--- src/hdl/axi_pkg.sv ---
// AXI4-Lite bus definitions
// Channel widths and response codes shared by the slave controllers
`default_nettype none

package axi_pkg;

  //////////////////////////////
  // Bus widths
  //////////////////////////////
  localparam int axi_addr_w = 32;  // Byte address
  localparam int axi_data_w = 32;  // One word per beat
  localparam int axi_strb_w = axi_data_w / 8;  // One strobe per byte lane

  //////////////////////////////
  // Response codes
  //////////////////////////////
  // Encodings as on BRESP / RRESP
  typedef enum logic [1:0] {
    resp_okay   = 2'b00,
    resp_slverr = 2'b10,  // Access refused by the slave
    resp_decerr = 2'b11   // No target at this address
  } axi_resp_e;

endpackage

`default_nettype wire

--- src/hdl/mem_pkg.sv ---
// Memory subsystem address map
// Word memory size, region bases and config register offsets
`default_nettype none

package mem_pkg;

  // Word memory
  localparam int mem_depth  = 256;
  localparam int mem_addr_w = $clog2(mem_depth);  // Word index bits

  //////////////////////////////
  // Address map
  //////////////////////////////
  localparam logic [31:0] mem_base = 32'h0000_0000;
  localparam logic [31:0] mem_span = 32'h0000_0400;  // mem_depth words of 4 bytes
  localparam logic [31:0] cfg_base = 32'h0000_1000;

  // Config register offsets, anything else in the region is unmapped
  localparam logic [31:0] cfg_wp_limit_off = 32'h0;
  localparam logic [31:0] cfg_wr_count_off = 32'h4;

  // Register select on the config port
  localparam int cfg_addr_w = 1;
  localparam logic [cfg_addr_w-1:0] cfg_wp_sel  = cfg_addr_w'(cfg_wp_limit_off >> 2);
  localparam logic [cfg_addr_w-1:0] cfg_cnt_sel = cfg_addr_w'(cfg_wr_count_off >> 2);

endpackage

`default_nettype wire

--- src/hdl/mem_port_if.sv ---
// Word access port between a bus controller and a storage block
// en is a one-cycle strobe, read data follows one cycle later
`timescale 1ns/10ps
`default_nettype none

interface mem_port_if import axi_pkg::*, mem_pkg::*; ();

  logic                  en;     // Access strobe
  logic [mem_addr_w-1:0] addr;   // Word index
  logic [axi_data_w-1:0] wdata;
  logic [axi_strb_w-1:0] strb;   // Byte lane enables
  logic [axi_data_w-1:0] rdata;  // Valid the cycle after en

  // Controller side
  modport master (
    output en,
    output addr,
    output wdata,
    output strb,
    input  rdata
  );

  // Storage side
  modport target (
    input  en,
    input  addr,
    input  wdata,
    input  strb,
    output rdata
  );

endinterface

`default_nettype wire

--- src/hdl/axi_read_ctrl.sv ---
// AXI4-Lite read channel controller
// Decodes AR, fetches from memory or config registers, answers on R
`timescale 1ns/10ps
`default_nettype none

module axi_read_ctrl import axi_pkg::*, mem_pkg::*; (
  input  wire logic                  aclk,
  input  wire logic                  aresetn,
  input  wire logic [axi_addr_w-1:0] araddr,
  input  wire logic                  arvalid,
  output      logic                  arready,
  output      logic [axi_data_w-1:0] rdata,
  output      axi_resp_e             rresp,
  output      logic                  rvalid,
  input  wire logic                  rready,
  mem_port_if.master                 mem_rd,
  mem_port_if.master                 cfg_rd
);

  typedef enum logic [1:0] {rd_idle, rd_fetch, rd_resp} rd_state_e;

  rd_state_e             state;
  logic [axi_addr_w-1:0] addr_q;
  logic [axi_addr_w-1:0] mem_off, cfg_off;
  logic                  is_mem, is_wp, is_cnt;
  logic                  src_cfg_q;  // Data comes from config block

  wire ar_hs = arvalid && arready;

  // Region decode on the captured address
  assign mem_off = addr_q - mem_base;
  assign cfg_off = addr_q - cfg_base;
  assign is_mem  = (mem_off < mem_span);
  assign is_wp   = (cfg_off[axi_addr_w-1:2] == cfg_wp_limit_off[axi_addr_w-1:2]);
  assign is_cnt  = (cfg_off[axi_addr_w-1:2] == cfg_wr_count_off[axi_addr_w-1:2]);

  // Read strobes in the fetch cycle
  assign mem_rd.en    = (state == rd_fetch) && is_mem;
  assign mem_rd.addr  = mem_off[mem_addr_w+1:2];
  assign mem_rd.wdata = '0;  // Read-only port
  assign mem_rd.strb  = '0;

  assign cfg_rd.en    = (state == rd_fetch) && (is_wp || is_cnt);
  assign cfg_rd.addr  = {{(mem_addr_w-cfg_addr_w){1'b0}}, (is_cnt ? cfg_cnt_sel : cfg_wp_sel)};
  assign cfg_rd.wdata = '0;
  assign cfg_rd.strb  = '0;

  // Targets hold rdata until their next strobe, so R stays stable
  always_comb begin
    if (rresp == resp_decerr) rdata = '0;
    else if (src_cfg_q)       rdata = cfg_rd.rdata;
    else                      rdata = mem_rd.rdata;
  end

  //////////////////////////////
  // Channel FSM
  //////////////////////////////
  always_ff @(posedge aclk) begin
    if (!aresetn) begin
      state     <= rd_idle;
      arready   <= 1'b0;
      rvalid    <= 1'b0;
      rresp     <= resp_okay;
      src_cfg_q <= 1'b0;
    end else begin
      case (state)
        rd_idle: begin
          if (ar_hs) begin
            arready <= 1'b0;  // One read in flight
            state   <= rd_fetch;
          end else begin
            arready <= 1'b1;
          end
        end
        rd_fetch: begin
          rresp     <= (is_mem || is_wp || is_cnt) ? resp_okay : resp_decerr;
          src_cfg_q <= !is_mem;
          rvalid    <= 1'b1;
          state     <= rd_resp;
        end
        rd_resp: begin
          if (rready) begin
            rvalid  <= 1'b0;
            arready <= 1'b1;
            state   <= rd_idle;
          end
        end
        default: state <= rd_idle;
      endcase
    end
  end

  always_ff @(posedge aclk) begin
    if (ar_hs) addr_q <= araddr;
  end

endmodule

`default_nettype wire

--- src/flat_wrapper.sv ---
// flat-port wrapper written by rule: the top's interface ports become plain ports
module axi_read_ctrl_flat import axi_pkg::*, mem_pkg::*;
  (aclk, aresetn, araddr, arvalid, arready, rdata, rresp, rvalid, rready, mem_rd_en, mem_rd_addr, mem_rd_wdata, mem_rd_strb, mem_rd_rdata, cfg_rd_en, cfg_rd_addr, cfg_rd_wdata, cfg_rd_strb, cfg_rd_rdata);
  mem_port_if mem_rd_i ();
  mem_port_if cfg_rd_i ();
  input  wire logic aclk;
  input  wire logic aresetn;
  input  wire logic [axi_addr_w-1:0] araddr;
  input  wire logic arvalid;
  output      logic arready;
  output      logic [axi_data_w-1:0] rdata;
  output      axi_resp_e rresp;
  output      logic rvalid;
  input  wire logic rready;
  output wire logic [$bits(mem_rd_i.en)-1:0] mem_rd_en;
  output wire logic [$bits(mem_rd_i.addr)-1:0] mem_rd_addr;
  output wire logic [$bits(mem_rd_i.wdata)-1:0] mem_rd_wdata;
  output wire logic [$bits(mem_rd_i.strb)-1:0] mem_rd_strb;
  input wire logic [$bits(mem_rd_i.rdata)-1:0] mem_rd_rdata;
  output wire logic [$bits(cfg_rd_i.en)-1:0] cfg_rd_en;
  output wire logic [$bits(cfg_rd_i.addr)-1:0] cfg_rd_addr;
  output wire logic [$bits(cfg_rd_i.wdata)-1:0] cfg_rd_wdata;
  output wire logic [$bits(cfg_rd_i.strb)-1:0] cfg_rd_strb;
  input wire logic [$bits(cfg_rd_i.rdata)-1:0] cfg_rd_rdata;
  assign mem_rd_en = mem_rd_i.en;
  assign mem_rd_addr = mem_rd_i.addr;
  assign mem_rd_wdata = mem_rd_i.wdata;
  assign mem_rd_strb = mem_rd_i.strb;
  assign mem_rd_i.rdata = mem_rd_rdata;
  assign cfg_rd_en = cfg_rd_i.en;
  assign cfg_rd_addr = cfg_rd_i.addr;
  assign cfg_rd_wdata = cfg_rd_i.wdata;
  assign cfg_rd_strb = cfg_rd_i.strb;
  assign cfg_rd_i.rdata = cfg_rd_rdata;
  axi_read_ctrl u_core (.aclk(aclk), .aresetn(aresetn), .araddr(araddr), .arvalid(arvalid), .arready(arready), .rdata(rdata), .rresp(rresp), .rvalid(rvalid), .rready(rready), .mem_rd(mem_rd_i), .cfg_rd(cfg_rd_i));
endmodule
--- config.mk ---
export PLATFORM = sky130hd
export DESIGN_NAME = axi_read_ctrl_flat
export DESIGN_NICKNAME = d
export VERILOG_FILES = /design/src/hdl/axi_pkg.sv /design/src/hdl/mem_pkg.sv /design/src/hdl/mem_port_if.sv /design/src/hdl/axi_read_ctrl.sv /design/src/flat_wrapper.sv
export SDC_FILE = /design/constraint.sdc
export NUM_CORES = 1
export LEC_CHECK = 0
export ABC_AREA = 1
export BUFFER_PORTS_ARGS = -buffer_cell sky130_fd_sc_hd__buf_2
export CAP_MARGIN = 20
export CORE_MARGIN = 5
export CORE_UTILIZATION = 35
export CTS_BUF_LIST = sky130_fd_sc_hd__clkbuf_8
export DETAILED_ROUTE_END_ITERATION = 7
export PLACE_DENSITY = 0.74
export SETUP_SLACK_MARGIN = 0.1
export SLEW_MARGIN = 30
export SYNTH_ARGS = -nofsm -noshare
export SYNTH_HDL_FRONTEND = slang
export SYNTH_SLANG_ARGS = --single-unit
--- constraint.sdc ---
create_clock -name aclk -period 1.6 [get_ports aclk]
set_input_delay 0.32 -clock aclk [delete_from_list [all_inputs] [get_ports aclk]]
set_output_delay 0.32 -clock aclk [all_outputs]
set_load 0.1 [all_outputs]
==> results.py <==
metrics = {
    "run_status": {
        "status": "complete, but fails checks",
        "violations": "negative setup slack",
    },
    "placement": {
        "io_buffers": 144,
        "dp_hpwl_mm": 7.35,
        "dp_cells": 609,
        "gp_congestion": 0.941,
        "pre_cts_slack_ns": -0.493,
    },
    "clock_network": {
        "clock_path_buffers": 2,
        "clkSinkCount": 36,
        "cts_root_buf": "clkbuf_8",
        "clk_pin_slew_ns": 0.07,
        "cts_tree": "built",
        "ctsHtreeMaxLevel": 2,
        "clk_latency_ns": 0.29,
        "cts_hold_buf": 0,
        "cts_inserted_buffers": 5,
    },
    "layout": {
        "nNetsFinal": 628,
        "fillerInstances": 542,
        "drive_gt1_share_pct": 58.2,
        "instances_no_fill": 631,
        "antenna_cells": 0,
        "area_growth_pct": 87.1,
    },
    "drt": {
        "detailedRoute.firstPassIterationCount": 4,
        "dr_wl_met2_mm": 5.66,
        "drcViolationCount": 0,
        "wl_met3_um": 697,
        "drt-met1-wl_mm": 3.17,
        "via_per_inst": 4.40,
        "top_layer": "met4",
        "ant_nets": 0,
        "first_iter_violations": 53,
        "wl_per_cell_um": 15.5,
        "num_vias": 2775,
        "wl_mm": 9.78,
    },
    "job": {
        "maxCapViolations": 0,
    },
    "synth": {
        "yosys_warnings": 0,
        "synth_area_leaders": "edfxtp_1, buf_4, nand2_1",
        "ys_ff_latch": 36,
        "yosysMostFrequentCell": "nand2_1",
        "syn_avg_cell_area_um2": 7.55,
        "synth_area_leader_cell": "edfxtp_1",
        "synth_flop_cell": "edfxtp_1",
        "ys_types": 24,
        "yosysSeqAreaShare_pct": 37.3,
        "synth_edf_count": 30,
        "synth_top_area_share_pct": 32.9,
        "syn_area_um2": 2740,
        "synthCells": 363,
        "synthTopCellsByCount": "nand2_1, buf_4, a21oi_1",
        "async_flop_share_pct": 0,
    },
    "die": {
        "placementRows": 32,
        "die_area_um2": 9700,
        "die_w_um": 98.5,
        "ioPinCount": 226,
        "start_util_pct": 35.6,
        "die_height_um": 98.5,
        "core_um2": 7690,
    },
    "critical_path": {
        "path_max_fanout": 5,
        "crit_type": "reg2out",
        "worst_r2r_path_depth": 13,
        "start_kind": "flop",
        "timing.rr.end": "u_core.rresp[0]",
        "timing.rr.start": "u_core.addr_q[21]",
        "critPathCaptureType": "output pin",
        "cp.required_ns": 1.28,
        "crit_arrival_ns": 2.06,
        "r2r_slack_ns": -0.32,
    },
    "hold_path": {
        "hold_path_class": "in2reg",
        "min_path_cells": 1,
        "hp-start": "araddr[5]",
        "hold_end": "u_core.addr_q[5]",
    },
    "power": {
        "leakagePower_nw": 2.36,
        "p_per_area_nw_per_um2": 875,
        "max-vdd-ir-drop_mv": 0.767,
    },
    "sta": {
        "layout_setup_ws_ns": -0.783,
        "worstMarginPinSlew_ns": 0.539,
        "min_period_ns": 2.38,
        "final.setup_skew_ns": 0.00481,
        "fin_crit_sh_pct": 149,
        "setup_viol": 36,
        "hold_viol_final": 0,
        "drv_slew": 0,
        "rsz0062_at_grt": "yes",
        "relSlewSlack_pct": 63.8,
        "max_freq_ghz": 0.420,
    },
    "grt": {
        "grt_max_degree": 32,
        "grt_pass1_wl_mm": 14.4,
        "grt_remaining_overflow": 0,
        "grt_pass1_vias": 2790,
        "antenna_found_initial": 0,
        "grt_usage_pct": 18.7,
    },
}
-- cells by family after synthesis --
| kind of cell | Yosys count | synth area share [%] |
|---|---|---|
| buffers and inverters | 118 | 28.4 |
| other | 1 | 0.137 |
| flip-flops | 36 | 37.3 |
| AO/OA/AOI/OAI | 42 | 7.90 |
| AND/OR/NAND/NOR | 166 | 26.3 |
-- placed cells by master, fill, tap and decap left out, types with 4 or more instances in the layout --
cell type,n
buf_12,44
conb_1,79
buf_2,107
nor2_2,9
nand2_1,45
nor2_4,7
a21oi_1,4
buf_6,4
nand2_2,19
buf_16,5
a21oi_4,32
buf_4,18
clkbuf_8,5
edfxtp_1,30
nand2_4,45
nor2_1,24
inv_1,16
nand3_1,10
-- registers in the layout, summed over array words and instances (netlist names) --
name              flops
u_core.rvalid         1
u_core.state          2
u_core.arready        1
u_core.src_cfg_q      1
u_core.addr_q        30
u_core.rresp          1
-- metal layers --
layer,up-vias,GRT usage [%]
met4,0,5.99
met2,141,36.7
met1,1292,19.7
li1,1321,-
met3,21,3.68
met5,-,0
-- through the flow --
stage | instance area, um^2 | hold WS, ns | total power [mW] | setup TNS [ns] | util [%]
3_5_place_dp | 4330 | 0.452 | 3.68 | -1.21 | 56.4
3_3_place_gp | 4330 | 0.451 | 3.67 | -1.05 | 56.4
2_1_floorplan | 3530 | 0.419 | 3.22 | -3.77 | -
6_report | 5130 | 0.200 | 4.48 | -5.99 | 66.7
4_1_cts | 4960 | 0.197 | 4.46 | -6.77 | 64.6
5_1_grt | 5130 | 0.186 | 4.62 | -8.10 | 66.7
-- area by class of cell --
cell class	instances	area, um^2	share of cell area [%]
inverters	18	100	1.95
clock inverters	3	20.0	0.391
repair buffers	180	1770	34.6
flip-flops and latches	36	1030	20.1
clock buffers	5	68.8	1.34
multi-input cells	287	2000	39.1
well taps	102	128	2.49
-- critical path, stage by stage, from the launching register on --
cell	delay, ns
edfxtp_1	0.41
buf_4	0.16
nor2_1	0.14
nand2_1	0.11
nor2_4	0.14
nand3_1	0.10
nand2_1	0.08
nand3_1	0.09
nor2_2	0.12
nand2_2	0.11
nor2_4	0.14
buf_12	0.18
-- repair_timing --
item / 4_1_cts / 5_1_grt
resized for setup: 109 / 26
buffers inserted: 6 / 3
endpoints found under the setup margin: 37 / 37
pin swaps: 34 / 15
cloned: 5 / 1
-- where the power goes --
part           total (mW)  internal, mW  switching [mW]
sequential           1.11          1.07          0.0343
combinational        2.76         0.713            2.05
clock               0.619         0.302           0.316
total                4.48          2.09            2.40
-- worst max path at each step --
stage                            startpoint              to
after floorplan           u_core.addr_q[13]       cfg_rd_en
after global placement    u_core.addr_q[16]  cfg_rd_addr[0]
after detailed placement  u_core.addr_q[16]  cfg_rd_addr[0]
after CTS                 u_core.addr_q[15]       cfg_rd_en
after global routing      u_core.addr_q[20]       cfg_rd_en
final                     u_core.addr_q[21]       cfg_rd_en
No activity file was read; power rests on OpenSTA's default activity.
