### src/hdl/axi_pkg.sv
// AXI4-Lite bus definitions
// Channel widths and response codes shared by the slave controllers
`default_nettype none

package axi_pkg;

  //////////////////////////////
  // Bus widths
  //////////////////////////////
  localparam int axi_addr_w = 32;  // Byte address
  localparam int axi_data_w = 32;  // One word per beat
  localparam int axi_strb_w = axi_data_w / 8;  // One strobe per byte lane

  //////////////////////////////
  // Response codes
  //////////////////////////////
  // Encodings as on BRESP / RRESP
  typedef enum logic [1:0] {
    resp_okay   = 2'b00,
    resp_slverr = 2'b10,  // Access refused by the slave
    resp_decerr = 2'b11   // No target at this address
  } axi_resp_e;

endpackage

`default_nettype wire

### src/hdl/mem_pkg.sv
// Memory subsystem address map
// Word memory size, region bases and config register offsets
`default_nettype none

package mem_pkg;

  // Word memory
  localparam int mem_depth  = 256;
  localparam int mem_addr_w = $clog2(mem_depth);  // Word index bits

  //////////////////////////////
  // Address map
  //////////////////////////////
  localparam logic [31:0] mem_base = 32'h0000_0000;
  localparam logic [31:0] mem_span = 32'h0000_0400;  // mem_depth words of 4 bytes
  localparam logic [31:0] cfg_base = 32'h0000_1000;

  // Config register offsets, anything else in the region is unmapped
  localparam logic [31:0] cfg_wp_limit_off = 32'h0;
  localparam logic [31:0] cfg_wr_count_off = 32'h4;

  // Register select on the config port
  localparam int cfg_addr_w = 1;
  localparam logic [cfg_addr_w-1:0] cfg_wp_sel  = cfg_addr_w'(cfg_wp_limit_off >> 2);
  localparam logic [cfg_addr_w-1:0] cfg_cnt_sel = cfg_addr_w'(cfg_wr_count_off >> 2);

endpackage

`default_nettype wire

### src/hdl/mem_port_if.sv
// Word access port between a bus controller and a storage block
// en is a one-cycle strobe, read data follows one cycle later
`timescale 1ns/10ps
`default_nettype none

interface mem_port_if import axi_pkg::*, mem_pkg::*; ();

  logic                  en;     // Access strobe
  logic [mem_addr_w-1:0] addr;   // Word index
  logic [axi_data_w-1:0] wdata;
  logic [axi_strb_w-1:0] strb;   // Byte lane enables
  logic [axi_data_w-1:0] rdata;  // Valid the cycle after en

  // Controller side
  modport master (
    output en,
    output addr,
    output wdata,
    output strb,
    input  rdata
  );

  // Storage side
  modport target (
    input  en,
    input  addr,
    input  wdata,
    input  strb,
    output rdata
  );

endinterface

`default_nettype wire

### src/hdl/axi_write_ctrl.sv
// AXI4-Lite write channel controller
// Joins AW and W, decodes the target, checks write protection, answers on B
`timescale 1ns/10ps
`default_nettype none

module axi_write_ctrl import axi_pkg::*, mem_pkg::*; (
  input  wire logic                  aclk,
  input  wire logic                  aresetn,
  input  wire logic [axi_addr_w-1:0] awaddr,
  input  wire logic                  awvalid,
  output      logic                  awready,
  input  wire logic [axi_data_w-1:0] wdata,
  input  wire logic [axi_strb_w-1:0] wstrb,
  input  wire logic                  wvalid,
  output      logic                  wready,
  output      axi_resp_e             bresp,
  output      logic                  bvalid,
  input  wire logic                  bready,
  input  wire logic [mem_addr_w-1:0] wp_limit,   // Words below are read-only
  output      logic                  wr_commit,  // Pulse per memory write
  mem_port_if.master                 mem_wr,
  mem_port_if.master                 cfg_wr
);

  typedef enum logic [1:0] {wr_idle, wr_decode, wr_resp} wr_state_e;

  wr_state_e             state;
  logic                  aw_held, w_held;  // Channel already taken
  logic [axi_addr_w-1:0] addr_q;
  logic [axi_data_w-1:0] data_q;
  logic [axi_strb_w-1:0] strb_q;
  logic [axi_addr_w-1:0] mem_off, cfg_off;
  logic [mem_addr_w-1:0] mem_idx;
  logic                  is_mem, is_wp, is_cnt;
  axi_resp_e             resp_d;

  wire aw_hs = awvalid && awready;
  wire w_hs  = wvalid && wready;

  //////////////////////////////
  // Address decode
  //////////////////////////////
  assign mem_off = addr_q - mem_base;  // Wraps high below the base
  assign cfg_off = addr_q - cfg_base;
  assign is_mem  = (mem_off < mem_span);
  assign is_wp   = (cfg_off[axi_addr_w-1:2] == cfg_wp_limit_off[axi_addr_w-1:2]);
  assign is_cnt  = (cfg_off[axi_addr_w-1:2] == cfg_wr_count_off[axi_addr_w-1:2]);
  assign mem_idx = mem_off[mem_addr_w+1:2];

  always_comb begin
    if (is_mem) begin
      resp_d = (mem_idx < wp_limit) ? resp_slverr : resp_okay;  // Protected word
    end else if (is_wp) begin
      resp_d = resp_okay;
    end else if (is_cnt) begin
      resp_d = resp_slverr;  // Counter is read-only
    end else begin
      resp_d = resp_decerr;
    end
  end

  // Storage strobes, only in the decode cycle and only for okay writes
  assign mem_wr.en    = (state == wr_decode) && is_mem && (resp_d == resp_okay);
  assign mem_wr.addr  = mem_idx;
  assign mem_wr.wdata = data_q;
  assign mem_wr.strb  = strb_q;

  assign cfg_wr.en    = (state == wr_decode) && is_wp && (resp_d == resp_okay);
  assign cfg_wr.addr  = {{(mem_addr_w-cfg_addr_w){1'b0}}, cfg_wp_sel};
  assign cfg_wr.wdata = data_q;
  assign cfg_wr.strb  = strb_q;

  assign wr_commit = mem_wr.en;

  //////////////////////////////
  // Channel FSM
  //////////////////////////////
  always_ff @(posedge aclk) begin
    if (!aresetn) begin
      state   <= wr_idle;
      awready <= 1'b0;
      wready  <= 1'b0;
      aw_held <= 1'b0;
      w_held  <= 1'b0;
      bvalid  <= 1'b0;
      bresp   <= resp_okay;
    end else begin
      case (state)
        wr_idle: begin
          if (aw_hs) begin
            aw_held <= 1'b1;
            awready <= 1'b0;  // Hold off AW until B done
          end else if (!aw_held) begin
            awready <= 1'b1;
          end
          if (w_hs) begin
            w_held <= 1'b1;
            wready <= 1'b0;
          end else if (!w_held) begin
            wready <= 1'b1;
          end
          // Both channels in, either order
          if ((aw_hs || aw_held) && (w_hs || w_held)) state <= wr_decode;
        end
        wr_decode: begin
          bresp  <= resp_d;
          bvalid <= 1'b1;
          state  <= wr_resp;
        end
        wr_resp: begin
          if (bready) begin  // bvalid is high here
            bvalid  <= 1'b0;
            aw_held <= 1'b0;
            w_held  <= 1'b0;
            awready <= 1'b1;  // Reopen both channels
            wready  <= 1'b1;
            state   <= wr_idle;
          end
        end
        default: state <= wr_idle;
      endcase
    end
  end

  // Captured request
  always_ff @(posedge aclk) begin
    if (aw_hs) addr_q <= awaddr;
    if (w_hs) begin
      data_q <= wdata;
      strb_q <= wstrb;
    end
  end

endmodule

`default_nettype wire

### src/flat_wrapper.sv
// flat-port wrapper written by rule: the top's interface ports become plain ports
module axi_write_ctrl_flat import axi_pkg::*, mem_pkg::*;
  (aclk, aresetn, awaddr, awvalid, awready, wdata, wstrb, wvalid, wready, bresp, bvalid, bready, wp_limit, wr_commit, mem_wr_en, mem_wr_addr, mem_wr_wdata, mem_wr_strb, mem_wr_rdata, cfg_wr_en, cfg_wr_addr, cfg_wr_wdata, cfg_wr_strb, cfg_wr_rdata);
  mem_port_if mem_wr_i ();
  mem_port_if cfg_wr_i ();
  input  wire logic aclk;
  input  wire logic aresetn;
  input  wire logic [axi_addr_w-1:0] awaddr;
  input  wire logic awvalid;
  output      logic awready;
  input  wire logic [axi_data_w-1:0] wdata;
  input  wire logic [axi_strb_w-1:0] wstrb;
  input  wire logic wvalid;
  output      logic wready;
  output      axi_resp_e bresp;
  output      logic bvalid;
  input  wire logic bready;
  input  wire logic [mem_addr_w-1:0] wp_limit;
  output      logic wr_commit;
  output wire logic [$bits(mem_wr_i.en)-1:0] mem_wr_en;
  output wire logic [$bits(mem_wr_i.addr)-1:0] mem_wr_addr;
  output wire logic [$bits(mem_wr_i.wdata)-1:0] mem_wr_wdata;
  output wire logic [$bits(mem_wr_i.strb)-1:0] mem_wr_strb;
  input wire logic [$bits(mem_wr_i.rdata)-1:0] mem_wr_rdata;
  output wire logic [$bits(cfg_wr_i.en)-1:0] cfg_wr_en;
  output wire logic [$bits(cfg_wr_i.addr)-1:0] cfg_wr_addr;
  output wire logic [$bits(cfg_wr_i.wdata)-1:0] cfg_wr_wdata;
  output wire logic [$bits(cfg_wr_i.strb)-1:0] cfg_wr_strb;
  input wire logic [$bits(cfg_wr_i.rdata)-1:0] cfg_wr_rdata;
  assign mem_wr_en = mem_wr_i.en;
  assign mem_wr_addr = mem_wr_i.addr;
  assign mem_wr_wdata = mem_wr_i.wdata;
  assign mem_wr_strb = mem_wr_i.strb;
  assign mem_wr_i.rdata = mem_wr_rdata;
  assign cfg_wr_en = cfg_wr_i.en;
  assign cfg_wr_addr = cfg_wr_i.addr;
  assign cfg_wr_wdata = cfg_wr_i.wdata;
  assign cfg_wr_strb = cfg_wr_i.strb;
  assign cfg_wr_i.rdata = cfg_wr_rdata;
  axi_write_ctrl u_core (.aclk(aclk), .aresetn(aresetn), .awaddr(awaddr), .awvalid(awvalid), .awready(awready), .wdata(wdata), .wstrb(wstrb), .wvalid(wvalid), .wready(wready), .bresp(bresp), .bvalid(bvalid), .bready(bready), .wp_limit(wp_limit), .wr_commit(wr_commit), .mem_wr(mem_wr_i), .cfg_wr(cfg_wr_i));
endmodule
### config.mk
export PLATFORM = sky130hd
export DESIGN_NAME = axi_write_ctrl_flat
export DESIGN_NICKNAME = d
export VERILOG_FILES = /design/src/hdl/axi_pkg.sv /design/src/hdl/mem_pkg.sv /design/src/hdl/mem_port_if.sv /design/src/hdl/axi_write_ctrl.sv /design/src/flat_wrapper.sv
export SDC_FILE = /design/constraint.sdc
export NUM_CORES = 1
export LEC_CHECK = 0
export ABC_AREA = 1
export BUFFER_PORTS_ARGS = -buffer_cell sky130_fd_sc_hd__buf_2
export CORE_AREA = 2 2 94 96
export CTS_BUF_LIST = sky130_fd_sc_hd__clkbuf_8
export CTS_CLUSTER_DIAMETER = 50
export DETAILED_ROUTE_END_ITERATION = 16
export DIE_AREA = 0 0 96 98
export PLACE_DENSITY = 0.8
export SLEW_MARGIN = 15
export SYNTH_ARGS = -nofsm -noshare
export SYNTH_HDL_FRONTEND = slang
export SYNTH_SLANG_ARGS = --single-unit
### constraint.sdc
create_clock -name aclk -period 2.3 [get_ports aclk]
set_input_delay 0 -clock aclk [delete_from_list [all_inputs] [get_ports aclk]]
set_output_delay 0 -clock aclk [all_outputs]
set_load 0.005 [all_outputs]
==> metrics.md <==
| Metric | Value |
|---|---|
| Status | complete, no violations |
| Starting Density | 42.98% |
| FF-to-FF setup slack | 480 ps |
| Largest fanout on the critical path | 6 |
| Dpl hpwl | 7.138 mm |
| Row cnt | 34 |
| Worst r2r path cells | 12 |
| Fraction of registers with async set/reset | 0% |
| Area delta synth->final | 42.13% |
| Total Routing Usage GR | 22.06% |
| Cell at the slowest stage of the critical path | edfxtp_1 |
| Synth Area in Compound Gates | 3.611% |
| Clock Root Buffer | clkbuf_8 |
| Adder-Cell Fraction of Synth Area | 2.407% |
| Iteration-0 DRC Markers | 124 |
| Post-layout min period | 2170 ps |
| Final Hold Viols | 0 |
| Worst-Skew Late Latency | 350 ps |
| Flops & latches, synth | 75 |
| Relative slew slack | 59.55% |
| Most frequent cells in the layout | buf_2, dlygate4sd3_1, edfxtp_1 |
| Critical path's top delay family | simple AND/OR/NAND/NOR gates |
| VDD IR max | 0.0003094 V |
| GR Layer Usage met2 | 37.02% |
| Most common cell after layout, fill and taps aside | buf_2 |
| Chip height | 98 µm |
| CP Cell Sequence | nor2_1 > nand2_1 > nor2_4 > nand2_2 > nand2_1 > nand2_1 > nor2_1 > nand2_1 > nor2_2 > nand4_1 > nor2_2 > buf_2 |
| Clock sink count | 75 |
| H-tree Lvls | 3 |
| HP Start | wvalid |
| Detail Route Antenna Nets | 0 |
| Max Cap Viol | 0 |
| Via density | 4.776 |
| Largest net degree at the start of global routing | 37 |
| Crit Path Category | reg -> out |
| Post-synthesis sequential area ratio | 59.42% |
| Startpoint Class | register |
| Hold worst-path end | u_core.wready |
| Avg Synthesized Cell Area | 10.64 µm² |
| Yosys cell types | 33 |
| TritonCTS Buffers | 9 |
| NumNets Final | 698 |
| Routed Wire Length | 10.35 mm |
| Synth area leaders | edfxtp_1, buf_4, nand2_1, dfxtp_1, inv_1 |
| Post-Layout Cell Count | 660 |
| Post-synthesis mux area share | 0% |
| Crit-path most repeated cell | nand2_1 |
| First-pass GRT wire length | 15.51 mm |
| CTS tree | done |
| GR Util met1 | 26.93% |
| Worst-path clk slew | 80 ps |
| Achievable clock frequency | 460.8 MHz |
| Setup violations, final | 0 |
| Main synth FF type | edfxtp_1 |
| Crit. End Element | output port |
| Mapped Cells | 342 |
| Final TNS setup | 0 ps |
| Placer congestion estimate | 0.8319 |
| Post-Synth XOR/XNOR Area | 0.2407% |
| Crit path buffers/inverters | 1 |
| Worst-margin pin slew | 598.4 ps |
| Post-synth EDFFs | 66 |
| Die area | 9408 µm² |
| Final period util | 94.36% |
| Worst hold path cell count | 4 |
| Core area | 8466 µm² |
| Synthesis warning total | 0 |
| Req. time, crit path | 2300 ps |
| Chip width | 96 µm |
| Cell accounting for the most synthesized area | edfxtp_1 |
| R2r startpoint | u_core.addr_q[16] |
| Clk buf depth | 2 |
| DRC violations left | 0 |
| Synth top area share | 54.47% |
| Origin of the worst setup path | u_core.addr_q[16] |
| Ports | 241 |
| RSZ-0062 raised after global routing | true |
| Worst hold path class | in -> reg |
| I/O Buffers | 166 |
| Crit-path max cell delay | 500 ps |
| Utilization after layout | 61.08% |
| Share of layout cells above drive strength 1 | 38.66% |
| Final Max Tran Viols | 0 |
| Router iterations before antenna repair | 5 |
| Largest family of logic cells by synthesized area | simple AND/OR/NAND/NOR gates |
| Via count | 3152 |
| Post-Synth Simple-Gate Area | 18.95% |
| R2R Path End | u_core.bresp[0] |
| Cell Area, Synth | 3638 µm² |
| Leak | 2.396 nW |
| Vias in the first global route | 3201 |
| Power density over the cells | 570.6 nW/µm² |
| Placed cell count | 572 |
| Grt total ovfl | 0 |
| DR WL/cell | 15.68 µm |
| CP arrival | 2170 ps |
| GR peak layer | met2 |
| Fin Clk Skew | 7.652 ps |
| M3 GR Usage | 6.790% |
| Final hold slack | 32.96 ps |
| Initial antenna violation count | 2 |
## worst max-delay path by stage
stage | cells after the start | endpoint
finish | 12 | cfg_wr_en
global placement | 12 | cfg_wr_en
global route | 12 | cfg_wr_en
floorplan | 10 | u_core.bresp[0]
CTS | 6 | cfg_wr_en
detailed placement | 6 | cfg_wr_en
## power breakdown
group	switching [W]	internal, W
Sequential	0.0000549	0.00157
Combinational	0.000189	0.000218
Clock	0.000523	0.000397
Total	0.000767	0.00218
## kinds of logic (layout without fill, tap and decap cells)
logic type	after synthesis	count (layout)
AND/OR/NAND/NOR	140	140
buffers and inverters	95	297
adder cells (fa/ha/maj)	7	7
AO/OA/AOI/OAI	23	23
flip-flops	75	75
XOR/XNOR	1	1
other	1	9
## timing repair
action,in CTS,in global routing
buffers inserted,0,2
endpoints found under the hold margin,72,0
endpoints found under the setup margin,0,1
hold buffers,69,0
resized for setup,0,10
## stage by stage
stage	worst slack (ps)	cell area, µm²	total power, W
detailed placement	497.1	4248	0.001948
floorplan	736.9	3665	0.001825
finish	129.8	5171	0.002951
global placement	463.6	4248	0.001940
global route	-74.71	5171	0.003084
CTS	103.6	5114	0.002967
## synthesized netlist by cell type, types with 2 or more instances
cell type and instances:
a21oi_1 9, a31oi_1 2, buf_4 53, dfxtp_1 9, edfxtp_1 66, ha_1 7, inv_1 41, nand2_1 54
nand2_2 4, nand2_4 3, nand3_1 17, nand3b_1 5, nand4_1 4, nor2_1 33, nor2_2 6, nor2_4 3
nor3_1 4, nor4_1 2, o21ai_0 6
## routing by layer
layer / wire (µm) / part of all wire [%]
met3: 901 / 8.7
met2: 4978 / 48
met5: 11 / 0.11
met4: 210 / 2.0
met1: 4248 / 41
## state kept, by name, indices dropped and copies added, names as in the netlist
| signal | flops |
|---|---|
| u_core.aw_held | 1 |
| u_core.cfg_wr.strb | 4 |
| u_core.state | 2 |
| u_core.wready | 1 |
| u_core.awready | 1 |
| u_core.bresp | 2 |
| u_core.addr_q | 30 |
| u_core.w_held | 1 |
| u_core.bvalid | 1 |
| u_core.cfg_wr.wdata | 32 |
## worst reg2reg max path, delay by kind of cell, from the launching register on
family | cells | cell delay, ps
compound gates | 1 | 50
flops | 1 | 500
simple gates | 11 | 1160
## final cells by class
cell class	instances	area, µm²
Clock inverter	7	51.30
Antenna cell	1	2.502
Clock buffer	9	123.9
Fill cell	702	3294
Sequential cell	75	2162
Timing Repair Buffer	239	1551
Inverter	42	157.7
Tap cell	108	135.1
Multi-Input combinational cell	179	987.2
Note: power is estimated with default switching activity, not from simulation.
