<file path="config.mk">
export PLATFORM = sky130hd
export DESIGN_NAME = mem_cfg_regs_flat
export DESIGN_NICKNAME = d
export VERILOG_FILES = /design/src/hdl/axi_pkg.sv /design/src/hdl/mem_pkg.sv /design/src/hdl/mem_port_if.sv /design/src/hdl/mem_cfg_regs.sv /design/src/flat_wrapper.sv
export SDC_FILE = /design/constraint.sdc
export NUM_CORES = 1
export LEC_CHECK = 0
export BUFFER_PORTS_ARGS = -buffer_cell sky130_fd_sc_hd__buf_2
export CAP_MARGIN = 20
export CORE_AREA = 8 8 94 96
export CTS_CLUSTER_DIAMETER = 120
export CTS_CLUSTER_SIZE = 12
export DETAILED_ROUTE_END_ITERATION = 8
export DIE_AREA = 0 0 102 104
export PLACE_DENSITY = 0.76
export SLEW_MARGIN = 10
export SYNTH_ARGS = -nofsm -noshare
export SYNTH_HDL_FRONTEND = slang
export SYNTH_SLANG_ARGS = --single-unit
</file>
<file path="constraint.sdc">
create_clock -name aclk -period 2.45 [get_ports aclk]
set_clock_uncertainty 0.2 [all_clocks]
set_input_delay 0.49 -clock aclk [delete_from_list [all_inputs] [get_ports aclk]]
set_output_delay 0.49 -clock aclk [all_outputs]
set_load 0.05 [all_outputs]
</file>
<file path="src/hdl/axi_pkg.sv">
// AXI4-Lite bus definitions
// Channel widths and response codes shared by the slave controllers
`default_nettype none

package axi_pkg;

  //////////////////////////////
  // Bus widths
  //////////////////////////////
  localparam int axi_addr_w = 32;  // Byte address
  localparam int axi_data_w = 32;  // One word per beat
  localparam int axi_strb_w = axi_data_w / 8;  // One strobe per byte lane

  //////////////////////////////
  // Response codes
  //////////////////////////////
  // Encodings as on BRESP / RRESP
  typedef enum logic [1:0] {
    resp_okay   = 2'b00,
    resp_slverr = 2'b10,  // Access refused by the slave
    resp_decerr = 2'b11   // No target at this address
  } axi_resp_e;

endpackage

`default_nettype wire

</file>
<file path="src/hdl/mem_pkg.sv">
// Memory subsystem address map
// Word memory size, region bases and config register offsets
`default_nettype none

package mem_pkg;

  // Word memory
  localparam int mem_depth  = 256;
  localparam int mem_addr_w = $clog2(mem_depth);  // Word index bits

  //////////////////////////////
  // Address map
  //////////////////////////////
  localparam logic [31:0] mem_base = 32'h0000_0000;
  localparam logic [31:0] mem_span = 32'h0000_0400;  // mem_depth words of 4 bytes
  localparam logic [31:0] cfg_base = 32'h0000_1000;

  // Config register offsets, anything else in the region is unmapped
  localparam logic [31:0] cfg_wp_limit_off = 32'h0;
  localparam logic [31:0] cfg_wr_count_off = 32'h4;

  // Register select on the config port
  localparam int cfg_addr_w = 1;
  localparam logic [cfg_addr_w-1:0] cfg_wp_sel  = cfg_addr_w'(cfg_wp_limit_off >> 2);
  localparam logic [cfg_addr_w-1:0] cfg_cnt_sel = cfg_addr_w'(cfg_wr_count_off >> 2);

endpackage

`default_nettype wire

</file>
<file path="src/hdl/mem_port_if.sv">
// Word access port between a bus controller and a storage block
// en is a one-cycle strobe, read data follows one cycle later
`timescale 1ns/10ps
`default_nettype none

interface mem_port_if import axi_pkg::*, mem_pkg::*; ();

  logic                  en;     // Access strobe
  logic [mem_addr_w-1:0] addr;   // Word index
  logic [axi_data_w-1:0] wdata;
  logic [axi_strb_w-1:0] strb;   // Byte lane enables
  logic [axi_data_w-1:0] rdata;  // Valid the cycle after en

  // Controller side
  modport master (
    output en,
    output addr,
    output wdata,
    output strb,
    input  rdata
  );

  // Storage side
  modport target (
    input  en,
    input  addr,
    input  wdata,
    input  strb,
    output rdata
  );

endinterface

`default_nettype wire

</file>
<file path="src/hdl/mem_cfg_regs.sv">
// Config registers: write-protect limit and committed-write counter
`timescale 1ns/10ps
`default_nettype none

module mem_cfg_regs import axi_pkg::*, mem_pkg::*; (
  input  wire logic                  aclk,
  input  wire logic                  aresetn,
  input  wire logic                  wr_commit,  // One memory write done
  output      logic [mem_addr_w-1:0] wp_limit,
  mem_port_if.target                 wr,
  mem_port_if.target                 rd
);

  logic [axi_data_w-1:0] wr_count;

  wire [cfg_addr_w-1:0] wr_sel = wr.addr[cfg_addr_w-1:0];
  wire [cfg_addr_w-1:0] rd_sel = rd.addr[cfg_addr_w-1:0];

  // Limit 0 leaves everything writable
  always_ff @(posedge aclk) begin
    if (!aresetn) begin
      wp_limit <= '0;
    end else if (wr.en && (wr_sel == cfg_wp_sel)) begin
      wp_limit <= wr.wdata[mem_addr_w-1:0];  // Low bits only
    end
  end

  // Counts okay memory writes
  always_ff @(posedge aclk) begin
    if (!aresetn) begin
      wr_count <= '0;
    end else if (wr_commit) begin
      wr_count <= wr_count + 1'b1;
    end
  end

  assign wr.rdata = '0;

  // Registered readback
  always_ff @(posedge aclk) begin
    if (rd.en) begin
      rd.rdata <= (rd_sel == cfg_cnt_sel) ? wr_count
                                          : {{(axi_data_w-mem_addr_w){1'b0}}, wp_limit};
    end
  end

endmodule

`default_nettype wire

</file>
<file path="src/flat_wrapper.sv">
// flat-port wrapper written by rule: the top's interface ports become plain ports
module mem_cfg_regs_flat import axi_pkg::*, mem_pkg::*;
  (aclk, aresetn, wr_commit, wp_limit, wr_en, wr_addr, wr_wdata, wr_strb, wr_rdata, rd_en, rd_addr, rd_wdata, rd_strb, rd_rdata);
  mem_port_if wr_i ();
  mem_port_if rd_i ();
  input  wire logic aclk;
  input  wire logic aresetn;
  input  wire logic wr_commit;
  output      logic [mem_addr_w-1:0] wp_limit;
  input wire logic [$bits(wr_i.en)-1:0] wr_en;
  input wire logic [$bits(wr_i.addr)-1:0] wr_addr;
  input wire logic [$bits(wr_i.wdata)-1:0] wr_wdata;
  input wire logic [$bits(wr_i.strb)-1:0] wr_strb;
  output wire logic [$bits(wr_i.rdata)-1:0] wr_rdata;
  input wire logic [$bits(rd_i.en)-1:0] rd_en;
  input wire logic [$bits(rd_i.addr)-1:0] rd_addr;
  input wire logic [$bits(rd_i.wdata)-1:0] rd_wdata;
  input wire logic [$bits(rd_i.strb)-1:0] rd_strb;
  output wire logic [$bits(rd_i.rdata)-1:0] rd_rdata;
  assign wr_i.en = wr_en;
  assign wr_i.addr = wr_addr;
  assign wr_i.wdata = wr_wdata;
  assign wr_i.strb = wr_strb;
  assign wr_rdata = wr_i.rdata;
  assign rd_i.en = rd_en;
  assign rd_i.addr = rd_addr;
  assign rd_i.wdata = rd_wdata;
  assign rd_i.strb = rd_strb;
  assign rd_rdata = rd_i.rdata;
  mem_cfg_regs u_core (.aclk(aclk), .aresetn(aresetn), .wr_commit(wr_commit), .wp_limit(wp_limit), .wr(wr_i), .rd(rd_i));
endmodule
</file>
==> metrics.yaml, run 1 <==
setup_path:
  arrival_ns: 2.39
  slowest_delay_ns: 0.78
  startpoint_type: "register"
  cpMostUsedCell: "or4_1"
  crit_slowest_cell: "or4_1"
  path_class: "register to register"
  critical_path_required_ns: 2.53
  cp-end-kind: "register"
  cp_max_fo: 15
  crit_chain: "nand4_2, or4_1, or4_1, a21oi_1"
timing:
  fin_tns_setup_ns: 0
  finalHoldViolCount: 0
  worst_pin_slew_ns: 0.710
  finalMaxSlewViolations: 0
  post-route-min-period_ns: 2.31
  relSlewSlack_pct: 52.7
  fmax_mhz: 433
  setup_viol: 0
  rsz0062_at_grt: "false"
  period_share_pct: 94.3
worst_hold_path:
  hp-class: "primary input to register"
power:
  power.density_nw_per_um2: 691
  vdd_drop_max_v: 0.000308
  p_leak_nw: 1.42
routing:
  wl_mm: 6.00
  routedWlPerCell_um: 12.8
  drtIter0Drc: 64
  postRouteAntennaNets: 0
  firstDrtPassIters: 4
  drc_errors: 0
  viasPerCell: 4.74
  num_vias: 2225
flow_run:
  cap_violations: 0
synth:
  avgSynthCellArea_um2: 10.7
  synth_area_um2: 3230
  ys_seq_elements: 72
  yosysTopAreaCell: "edfxtp_1"
  synth_area_leaders: "edfxtp_1, dfxtp_1, buf_4"
  synth.distinct_cells: 33
  yosysSeqAreaShare_pct: 54.6
  yosys.area.top_type_share_pct: 29.8
  synthCells: 303
  yosysWarnings: 0
clock_tree:
  ctsResizeCount: 0
  cts_buffers: 9
  post_cts_buffers: 0
  clock_latency_ns: 0.35
  cts_max_level: 3
  hold_buffers: 0
  cts_root_buf: "clkbuf_8"
  clkTransAtPathRegs_ns: 0.08
  clock_sinks: 72
  clockBufferDepth: 2
  cts_tree: "yes"
global_routing:
  grt_usage_pct: 11.6
  grt_pass1_vias: 2135
  grt_max_degree: 40
  grt_overflow: 0
  grt_pass1_wl_mm: 9.79
  grt_antenna_before_repair: 0
placed_design:
  dp_hpwl_mm: 4.20
  gp_congestion: 0.738
  place_inst: 453
  port_buffers: 54
floorplanning:
  dieArea_um2: 10600
  die_w_um: 102
  core_area_um2: 7450
  die_h_um: 104
  initial_utilization_pct: 43.4
  ioPinCount: 165
  row_count: 32
cells_and_area:
  layout-drive-gt1-share_pct: 24.5
  n_antenna_cell: 0
  fin_cells: 469
  area_delta_synth_final_pct: 14.5
  final_nets: 456
run_status:
  status: "complete, no violations"
cell families (layout without fill, tap and decap cells):
kind of cell               Yosys count  in the layout  share of synthesized area (%)
adders and majority gates            1              1                          0.387
and+or+nand+nor                    110            110                           19.3
DFF                                 72             72                           54.6
muxes                               18             18                           5.89
buffers and inverters               53             86                           10.2
AOI/OAI and AO/OA                   36             36                           6.32
xor gates and xnor gates            12             12                           3.25
other                                1             32                          0.116
cell usage in the layout, fill, tap and decap left out, drive strengths merged, types with 10 or more instances in the layout:
cell type  Yosys  final
and2          25     25
edfxtp        32     32
conb           1     32
dfxtp         40     40
mux2i         10     10
or3           10     10
a21oi         18     18
nand4         10     10
buf           37     62
nor2          23     23
or4           10     10
cell type report:
| class | instances | area (um^2) |
|---|---|---|
| flip-flops and latches | 72 | 1760 |
| inverters | 8 | 30.0 |
| clock buffers | 9 | 124 |
| multi-input cells | 209 | 1250 |
| well taps | 102 | 128 |
| fillers | 692 | 3750 |
| clock inverters | 7 | 71.3 |
| repair buffers | 62 | 330 |
metrics by stage:
stage | worst slack [ns] | power, mW | instance area, um^2 | hold slack (ns) | utilization [%]
global route | 0.00966 | 2.65 | 3700 | 0.174 | 49.7
CTS | 0.135 | 2.58 | 3700 | 0.161 | 49.7
floorplan | 0.382 | 1.65 | 3350 | 0.238 | -
global placement | 0.204 | 1.67 | 3500 | 0.252 | 47.0
detailed placement | 0.156 | 1.67 | 3500 | 0.264 | 47.0
finish | 0.139 | 2.56 | 3700 | 0.171 | 49.7
routing by layer:
layer / wire (um) / vias to the layer above / GRT usage, % / part of all wire (%)
met1: 2880 / 1009 / 14.3 / 48
li1: - / 1132 / - / -
met5: 0 / - / 0 / 0
met3: 368 / 12 / 3.08 / 6.1
met2: 2610 / 72 / 17.6 / 43
met4: 140 / 0 / 6.30 / 2.3
critical path, delay by kind of cell, from the launching register on:
family / cells / cell delay [ns]
AO/OA/AOI/OAI: 1 / 0.15
flip-flops: 1 / 0.42
AND/OR/NAND/NOR: 3 / 1.48
synthesized netlist by cell type:
cell type	n
dfxtp_1	40
buf_4	32
edfxtp_1	32
and2_1	25
nor2_1	23
a21oi_1	18
mux2i_1	10
or3_1	10
or4_1	10
nand2_1	9
nand3_1	9
o21ai_0	9
clkbuf_1	8
inv_1	8
mux2_2	8
nand4_1	8
o31ai_1	8
xnor2_1	8
nor3_1	4
xor2_1	4
buf_2	3
nor4_1	3
and3_1	2
and4_1	2
nand4_2	2
a31o_2	1
buf_1	1
buf_6	1
conb_1	1
ha_1	1
nand2b_1	1
nor2b_1	1
or2_2	1
where the power goes:
part | total (mW) | internal, mW | switching [mW]
Combinational | 0.340 | 0.0522 | 0.288
Sequential | 1.30 | 1.29 | 0.0158
Clock | 0.912 | 0.469 | 0.443
final timing paths:
| kind | startpoint | slack, ns | endpoint | cells after the start |
|---|---|---|---|---|
| worst min register to register | u_core.wr_count[31] | 0.27 | u_core.wr_count[31] | 2 |
| worst max register to register | u_core.wr_count[8] | 0.14 | u_core.wr_count[25] | 4 |
| worst max-delay path | u_core.wr_count[8] | 0.14 | u_core.wr_count[25] | 4 |
| worst min-delay path | wr_wdata[2] | 0.17 | u_core.wp_limit[2] | 3 |
state kept, by name (all words and copies together) (netlist names):
name	flops
u_core.rd.rdata	32
u_core.wp_limit	8
u_core.wr_count	32
Power figures use the tool's default switching activity.
==> run 2: changes to the inputs <==
--- a/config.mk
+++ b/config.mk
@@ -7,11 +7,11 @@
 export LEC_CHECK = 0
 export BUFFER_PORTS_ARGS = -buffer_cell sky130_fd_sc_hd__buf_2
 export CAP_MARGIN = 20
-export CORE_AREA = 8 8 94 96
+export CORE_AREA = 8 8 104 87
 export CTS_CLUSTER_DIAMETER = 120
 export CTS_CLUSTER_SIZE = 12
 export DETAILED_ROUTE_END_ITERATION = 8
-export DIE_AREA = 0 0 102 104
+export DIE_AREA = 0 0 112 95
 export PLACE_DENSITY = 0.76
 export SLEW_MARGIN = 10
 export SYNTH_ARGS = -nofsm -noshare
==> run 2 against run 1 <==
Effect of this change: worst hold slack improved by 0.0071 ns; sequential power about the same; fmax increased by 3.6%; register-to-register slack improved by 0.08 ns; non-clock buffer count increased by 1; global-route usage increased by 0.86 points; utilization increased by 1.2 points; wire length increased by 5.8%; critical endpoint is now u_core.wr_count[22]; largest power group unchanged.
==> metrics.yaml, run 2 (synthesized netlist as in run 1, its figures left out) <==
timing:
  fmax_mhz: 448
  period_share_pct: 91.1
  fin_tns_setup_ns: 0
  hold_slack_ns: 0.178
  finalMaxSlewViolations: 0
  finalHoldViolCount: 0
  rsz0062_at_grt: "false"
  worst_pin_slew_ns: 0.741
  post-route-min-period_ns: 2.23
  setup_viol: 0
  relSlewSlack_pct: 50.6
global_routing:
  grt_pass1_wl_mm: 10.8
  grt_antenna_before_repair: 0
  grt_overflow: 0
  grt_pass1_vias: 2370
  grt_usage_pct: 12.4
  grt_max_degree: 33
floorplanning:
  initial_utilization_pct: 44.3
  ioPinCount: 165
  core_area_um2: 7290
  dieArea_um2: 10600
  die_w_um: 112
  row_count: 28
  die_h_um: 95
flow_run:
  cap_violations: 0
clock_tree:
  clock_latency_ns: 0.34
  hold_buffers: 0
  cts_tree: "yes"
  clockBufferDepth: 2
  clkTransAtPathRegs_ns: 0.08
  cts_max_level: 3
  post_cts_buffers: 0
  clock_sinks: 72
  ctsResizeCount: 0
  cts_root_buf: "clkbuf_8"
  cts_buffers: 9
placed_design:
  placed_area_um2: 3510
  place_inst: 442
  dp_hpwl_mm: 4.55
  gp_congestion: 0.777
  port_buffers: 54
routing:
  drc_errors: 0
  firstDrtPassIters: 4
  wl_mm: 6.35
  viasPerCell: 4.98
  routedWlPerCell_um: 13.9
  num_vias: 2283
  drtIter0Drc: 96
  postRouteAntennaNets: 0
cells_and_area:
  layout-drive-gt1-share_pct: 24.7
  area_delta_synth_final_pct: 14.8
  post-route-cell-area_um2: 3710
  final_nets: 457
  final_cell_mix: "buf_2, dfxtp_1, conb_1, edfxtp_1, and2_1"
  final_common_cell: "buf_2"
  n_antenna_cell: 0
  reg.largest.list: "u_core.rd.rdata (32), u_core.wr_count (32), u_core.wp_limit (8)"
  fillers: 681
  fin_cells: 458
power:
  power_switching_mw: 0.742
  vdd_drop_max_v: 0.000339
  p_seq_share_pct: 50.8
  swShare_pct: 29.0
  combPwrFrac_pct: 13.6
  pwr-share-clk_pct: 35.6
  power.density_nw_per_um2: 691
  p_leak_nw: 1.43
  p_int_mw: 1.82
setup_path:
  cp_max_fo: 16
  critical_path_required_ns: 2.51
  r2r_setup_slack_ns: 0.22
  cp-end-kind: "register"
  path_class: "register to register"
  startpoint_type: "register"
  arrival_ns: 2.29
run_status:
  status: "complete, no violations"
worst_hold_path:
  hp-class: "primary input to register"
run 2: cell types whose count changed in the layout (fill, tap and decap cells not counted):
cell        previous run  this run
clkinv_4               0         2
clkinvlp_4             3         1
buf_12                 0         1
clkbuf_1               0         1
clkinv_2               2         1
or4_1                 10         9
or4_4                  0         1
run 2: per-layer routing:
layer | GRT usage, % | wire, um
met1 | 14.9 | 3070
met2 | 20.2 | 2860
met3 | 4.53 | 344
met4 | 4.70 | 72
met5 | 0 | 0
run 2: layout make-up:
class                      instances  area [um^2]  area share (%)
timing repair buffer              63          350            9.45
clock buffer                      10          128            3.44
sequential                        72         1760            47.5
multi-input combinational        209         1260            33.9
inverter                           8         30.0           0.810
clock inverter                     6         68.8            1.86
tap                               90          113            3.04
run 2: final timing paths:
kind	endpoint	startpoint	cells past startpoint
hold / removal	u_core.wp_limit[3]	wr_wdata[3]	3
setup / recovery	u_core.wr_count[22]	u_core.wr_count[7]	5
hold reg to reg	u_core.wr_count[31]	u_core.wr_count[31]	2
setup reg to reg	u_core.wr_count[22]	u_core.wr_count[7]	5
run 2: power by group through the flow:
stage / Sequential [mW] / Clock (mW) / Combinational (mW)
floorplan: 1.46 / 0 / 0.189
global placement: 1.33 / 0 / 0.345
detailed placement: 1.33 / 0 / 0.348
CTS: 1.30 / 0.938 / 0.348
global route: 1.31 / 0.995 / 0.366
finish: 1.30 / 0.912 / 0.348
run 2: worst max-delay path, stage by stage (launching register included):
cell and delay (ns):
dfxtp_1 0.44, nand4_2 0.14, or4_1 0.54, buf_4 0.20
or4_1 0.48, a21oi_1 0.15
run 2: through the flow:
stage	utilization, %	setup WS [ns]	power, mW
finish	50.9	0.219	2.56
global route	50.9	0.0818	2.67
CTS	50.8	0.148	2.59
detailed placement	48.1	0.171	1.68
global placement	48.1	0.216	1.67
floorplan	-	0.382	1.65
